File: config.mk
export PLATFORM = sky130hd
export DESIGN_NAME = ioRegisterBank
export DESIGN_NICKNAME = d
export VERILOG_FILES = /design/src/hdl/memStage_settings.svh /design/src/hdl/memStagePkg.sv /design/src/hdl/ioRegisterBank.sv
export SDC_FILE = /design/constraint.sdc
export NUM_CORES = 1
export LEC_CHECK = 0
export BUFFER_PORTS_ARGS = -buffer_cell sky130_fd_sc_hd__buf_2
export CAP_MARGIN = 10
export CORE_MARGIN = 3
export CORE_UTILIZATION = 49
export DETAILED_ROUTE_END_ITERATION = 8
export PLACE_DENSITY = 0.72
export SYNTH_ARGS = -nofsm -noshare
export SYNTH_HDL_FRONTEND = slang
export SYNTH_SLANG_ARGS = --single-unit
File: constraint.sdc
create_clock -name clk -period 1.8 [get_ports clk]
set_input_delay 0.36 -clock clk [delete_from_list [all_inputs] [get_ports clk]]
set_output_delay 0.36 -clock clk [all_outputs]
set_load 0.05 [all_outputs]
File: src/hdl/memStage_settings.svh
`ifndef MEM_STAGE_SETTINGS_SVH
`define MEM_STAGE_SETTINGS_SVH

////////////////////////////////////////////////////////////////////////////
// Memory map
////////////////////////////////////////////////////////////////////////////

// Data memory size in words, mapped from address 0
`define MEM_WORDS 1024

// Memory-mapped I/O window
`define IO_BASE 32'h0000_7F00
`define IO_BYTES 32'd16

////////////////////////////////////////////////////////////////////////////
// Program counter vectors
////////////////////////////////////////////////////////////////////////////

`define RESET_PC 32'h0000_3000
`define HANDLER_PC 32'h0000_4180

// Address error exception codes
`define EXC_ADEL 5'd4
`define EXC_ADES 5'd5

`endif

File: src/hdl/memStagePkg.sv
`default_nettype none

package memStagePkg;

	// Data and address word
	typedef logic [31:0] word_t;

	// Register file index
	typedef logic [4:0] regAddr_t;

	// Hazard timing count (Tuse / Tnew)
	typedef logic [2:0] timing_t;

	typedef logic [4:0] excCode_t;

	// One enable per byte lane
	typedef logic [3:0] byteEn_t;

	// Operations that matter to the memory stage
	typedef enum logic [3:0]
	{
		opNone,
		opLw,
		opLh,
		opLhu,
		opLb,
		opLbu,
		opSw,
		opSh,
		opSb,
		opMfc0,
		opMtc0,
		opEret
	} memOp_t;

	// Load extension done later in write-back
	typedef enum logic [2:0]
	{
		extNone,
		extWord,
		extHalfSigned,
		extHalfZero,
		extByteSigned,
		extByteZero
	} extOp_t;

	typedef enum logic
	{
		fromExecute,
		fromWriteBack
	} bypassSel_t;

endpackage

`default_nettype wire

File: src/hdl/ioRegisterBank.sv
`timescale 1ns/1ps
`default_nettype none

module ioRegisterBank
(
	input  wire                      clk,
	input  wire                      arstN,
	input  wire                      wrEn,
	input  wire [1:0]                wordIndex,
	input  wire memStagePkg::word_t  wData,
	output memStagePkg::word_t       rData
);

	memStagePkg::word_t rwRegs [0:2];
	memStagePkg::word_t writeCount;

	always_ff @(posedge clk or negedge arstN)
	begin
		if (!arstN)
		begin
			for (int i = 0; i < 3; i++)
			begin
				rwRegs[i] <= '0;
			end
			writeCount <= '0;
		end
		else if (wrEn)
		begin
			// Index 3 only bumps the counter
			if (wordIndex != 2'd3)
			begin
				rwRegs[wordIndex] <= wData;
			end
			writeCount <= writeCount + 32'd1;
		end
	end

	assign rData = (wordIndex == 2'd3) ? writeCount : rwRegs[wordIndex];

	assert property (@(posedge clk) disable iff (!arstN) !$isunknown(wrEn))
		else $error("ioRegisterBank wrEn is unknown");

endmodule

`default_nettype wire

# Yosys cells after proc, flatten, opt, wreduce, memory -nomap -nowiden
# Cells that the tools add are included.
# Widths: inputs -> output; s select.
# totals
reg_bits,128
input_bits,37
out_inout_bits,32
elab_cells,19
# op_classes
add_sub_neg,1
n_lt_le_gt_ge,2
n_eq_ne,2
muxes,7
bitwise_logic,1
n_reduce_logical,2
# op_table
cell,count
$mux 32,4
$bwmux 96,1
$bmux 32 s2,1
$demux 32 s2,1
$add 32x1->32 const B,1
$ge 3x3->1 const B,1
$lt 3x1->1 const B,1
$not 2->3,1
$eq 2x2->1 const B,1
$ne 2x2->1 const B,1
$reduce_and 2->1,1
$logic_and 1x1->1,1

# Longest topological paths before layout
# depth
ltp_word,6
ltp_mapped,5
ltp_nobuf,5

# Least setup slack after synthesis
# OpenSTA, ideal clock, no wires.
# synth_path
path_kind,input -> output
from,input port wordIndex[0]
to,output port rData[10]
arrival_time_ns,1.663
required_time_ns,1.440
setup_slack_ns,-0.223
path_stages,3
path_buffers,2
cell_sequence,buf_2 buf_2 mux4_1
# synth_between
elab_chain_cells,5
elab_cells_between_ends,6
cone_classes,eq/ne: 1; mux: 4; bitwise: 1
# synth_rtl
item,line_no,rtl
start: declaration,ioRegisterBank.sv:9,"input wire [1:0] wordIndex,"
$not 2->3 (not written as such),ioRegisterBank.sv:38,assign rData = (wordIndex == 2'd3) ? writeCount : rwRegs[wordIndex];
$bmux 32 s2,ioRegisterBank.sv:38,
$mux 32 (not written as such) (2 in a row),ioRegisterBank.sv:38,
$mux 32 (*),ioRegisterBank.sv:38,
end: declaration,ioRegisterBank.sv:11,output memStagePkg::word_t rData
# Every way passes the cells marked *; elsewhere a longest branch is shown, timed or not. The select of a mux whose other input is x is not followed.

# Worst setup path in the final report
# layout_path
from,register writeCount[0]
to,output port rData[0]
# layout_between
elab_chain_cells,1
# layout_rtl
item,line_no,rtl
start: declaration,ioRegisterBank.sv:15,memStagePkg::word_t writeCount;
start signal: assignment,ioRegisterBank.sv:34,writeCount <= writeCount + 32'd1;
$mux 32,ioRegisterBank.sv:38,
# Every way passes these cells.

==> qor.yml <==
status: "complete, but fails checks"
violations: "negative setup slack"
r2r_start: "writeCount[1]$_DFFE_PN0P_"
final_common_cell: "dfrtp_1"
cp.arrival_ps: 1600
die_x_um: 115
synthCells: 369
numCtsBuffers: 17
yosys_warnings: 0
rsz0062_at_grt: "yes"
post_synth_xor_area_fraction: 0.0465
synth.distinct_cells: 29
netlist_area_um2: 5840
drtIter0Drc: 197
ys_seq_area_frac: 0.549
grt_pass1_vias: 4115
hold_class: "in -> reg"
row_count: 39
nFillCells: 801
final_cell_mix: "113 x dfrtp_1, 97 x mux2_2, 48 x buf_4, 35 x buf_2, 32 x mux4_2"
first_pass_iters: 4
synth_top_cell_by_area: "dfrtp_1"
ant_nets: 0
synth-compound-area-share: 0
vias_per_cell: 5.63
critical_path_class: "reg -> out"
insertion_delay_ps: 410
grt.total_usage: 0.220
worstMarginPinSlew_ps: 486
grt_overflow_total: 0
antenna_found_initial: 0
synth.area.top_cells: "dfrtp_1 55%, mux2_2 19%, mux4_2 12%, xnor2_1 3.8%, buf_2 1.2%"
finalWirelength_um: 12800
wire_per_inst_um: 19.7
initial_core_util: 0.507
dp_cells: 584
synth_fp_nets: 407
fin_nets: 536
slew_violations: 0
io_pins: 69
finish.utilization: 0.668
synthSimpleGateAreaFrac: 0.0727
area_growth_pct: 31.8
tns_ps: -1090
diodes: 0
cts_tree: "yes"
dp_hpwl_um: 8250
cp_max_fo: 2
fin_cells: 653
portBuffers: 68
place_area_um2: 6570
fin_ws_ps: -160
startpoint: "writeCount[0]$_DFFE_PN0P_"
dieArea_um2: 13300
finalInstanceArea_um2: 7690
leakage_nw: 3.43
synthMuxAreaShare: 0.311
hold_violations: 0
clock-sinks: 128
slew_headroom: 0.673
critPathLaunchType: "register"
fin_worst_skew_ps: 6.09
maxCapViolations: 0
ir_worst_vdd_v: 0.000829
clkTransAtPathRegs_ps: 50
synth_seq_cells: 128
period_minus_slack_ps: 1960
drc: 0
cts_htree_levels: 4
grt_pass1_wl_um: 21800
finalSetupViolations: 30
hold_start: "wData[9]"
postSynthAreaPerCell_um2: 15.8
ctsLongestPathBuffers: 2
grt_max_degree: 37
gp_congestion: 0.736
drive_above_1_share: 0.610
cts_root_buf: "clkbuf_16"
pwr_density_cell_nw_per_um2: 1220
core_um2: 11500
holdWs_ps: 199
synth_top_family_by_area: "multiplexers"
worst_setup_path_end_kind: "output pin"
die_h_um: 115
worstPathRequired_ps: 1440
synth_top_area_frac: 0.549
timing.final.crit_share: 1.09
synthAdderAreaFrac: 0.00214
fmaxAchievable_mhz: 510
vias: 3678
==> timing repair <==
item | 4_1_cts | 5_1_grt
pin swaps | 1 | 1
hold buffers | 1 | 0
setup endpoints to repair | 32 | 37
setup buffers | 34 | 3
gates resized for setup | 83 | 2
hold endpoints to repair | 23 | 0
==> synthesized netlist by cell type <==
| library cell | count |
|---|---|
| and3_1 | 4 |
| and3_2 | 1 |
| and4_1 | 2 |
| buf_2 | 14 |
| buf_4 | 1 |
| buf_6 | 1 |
| clkbuf_1 | 3 |
| dfrtp_1 | 128 |
| ha_1 | 1 |
| inv_1 | 2 |
| mux2_2 | 97 |
| mux4_1 | 1 |
| mux4_2 | 31 |
| nand2_1 | 10 |
| nand3_1 | 9 |
| nand3_2 | 1 |
| nand3_4 | 1 |
| nand3b_1 | 2 |
| nand4_1 | 11 |
| nand4_2 | 2 |
| nand4_4 | 1 |
| nand4b_1 | 2 |
| nor2_1 | 5 |
| nor2_2 | 1 |
| nor3_1 | 3 |
| nor3b_2 | 1 |
| nor4_4 | 3 |
| xnor2_1 | 25 |
| xor2_1 | 6 |
==> final timing paths <==
kind | end | cells after the start | slack, ps
max in group asynchronous | rwRegs[29]$_DFFE_PN0P_ | 3 | 760
max | rData[0] | 3 | -160
max reg2reg | writeCount[30]$_DFFE_PN0P_ | 7 | 70
min in group asynchronous | rwRegs[55]$_DFFE_PN0P_ | 2 | 430
min | rwRegs[9]$_DFFE_PN0P_ | 2 | 200
min reg2reg | rwRegs[4]$_DFFE_PN0P_ | 1 | 500
==> power by group <==
part,switching [mW],internal (mW),leakage [nW]
Sequential,0.263,3.38,1.55
Combinational,1.18,1.18,1.58
Clock,1.17,2.24,0.296
==> layout make-up <==
cell class                      instances  area (um2)  share of cell area
Sequential cell                       128        3220               0.419
Multi-Input combinational cell        220        2530               0.329
Timing Repair Buffer                  129        1160               0.151
Clock buffer                           26         519              0.0675
Tap cell                              143         179              0.0233
Clock inverter                          5        75.1             0.00976
Inverter                                2        7.51            0.000976
==> kinds of logic after synthesis <==
logic type / Yosys count
XOR/XNOR: 31
buffers and inverters: 21
multiplexers: 129
AND/OR/NAND/NOR: 59
adder cells (fa/ha/maj): 1
flip-flops: 128
==> sequential cells by signal, indices dropped and copies added, names as in the netlist <==
| register | count |
|---|---|
| rwRegs | 96 |
| writeCount | 32 |
==> stage by stage <==
step	total power, mW	setup slack [ps]
after global routing	9.84	-200
final	9.41	-160
after global placement	5.56	-33.7
after floorplan	5.07	-86.5
after CTS	9.48	-172
after detailed placement	5.64	-37.2
==> critical path, cell delays in order, from the launching register on <==
cell	delay (ps)
dfrtp_1	390
buf_6	120
mux4_2	500
buf_8	170
==> layer usage <==
layer | part of all wire | global-route usage | up-vias
li1 | - | - | 1643
met1 | 0.42 | 0.283 | 1930
met2 | 0.52 | 0.360 | 84
met3 | 0.045 | 0.0674 | 21
met4 | 0.018 | 0.0712 | 0
met5 | 0 | 0 | -
(Power assumes the default switching activity.)
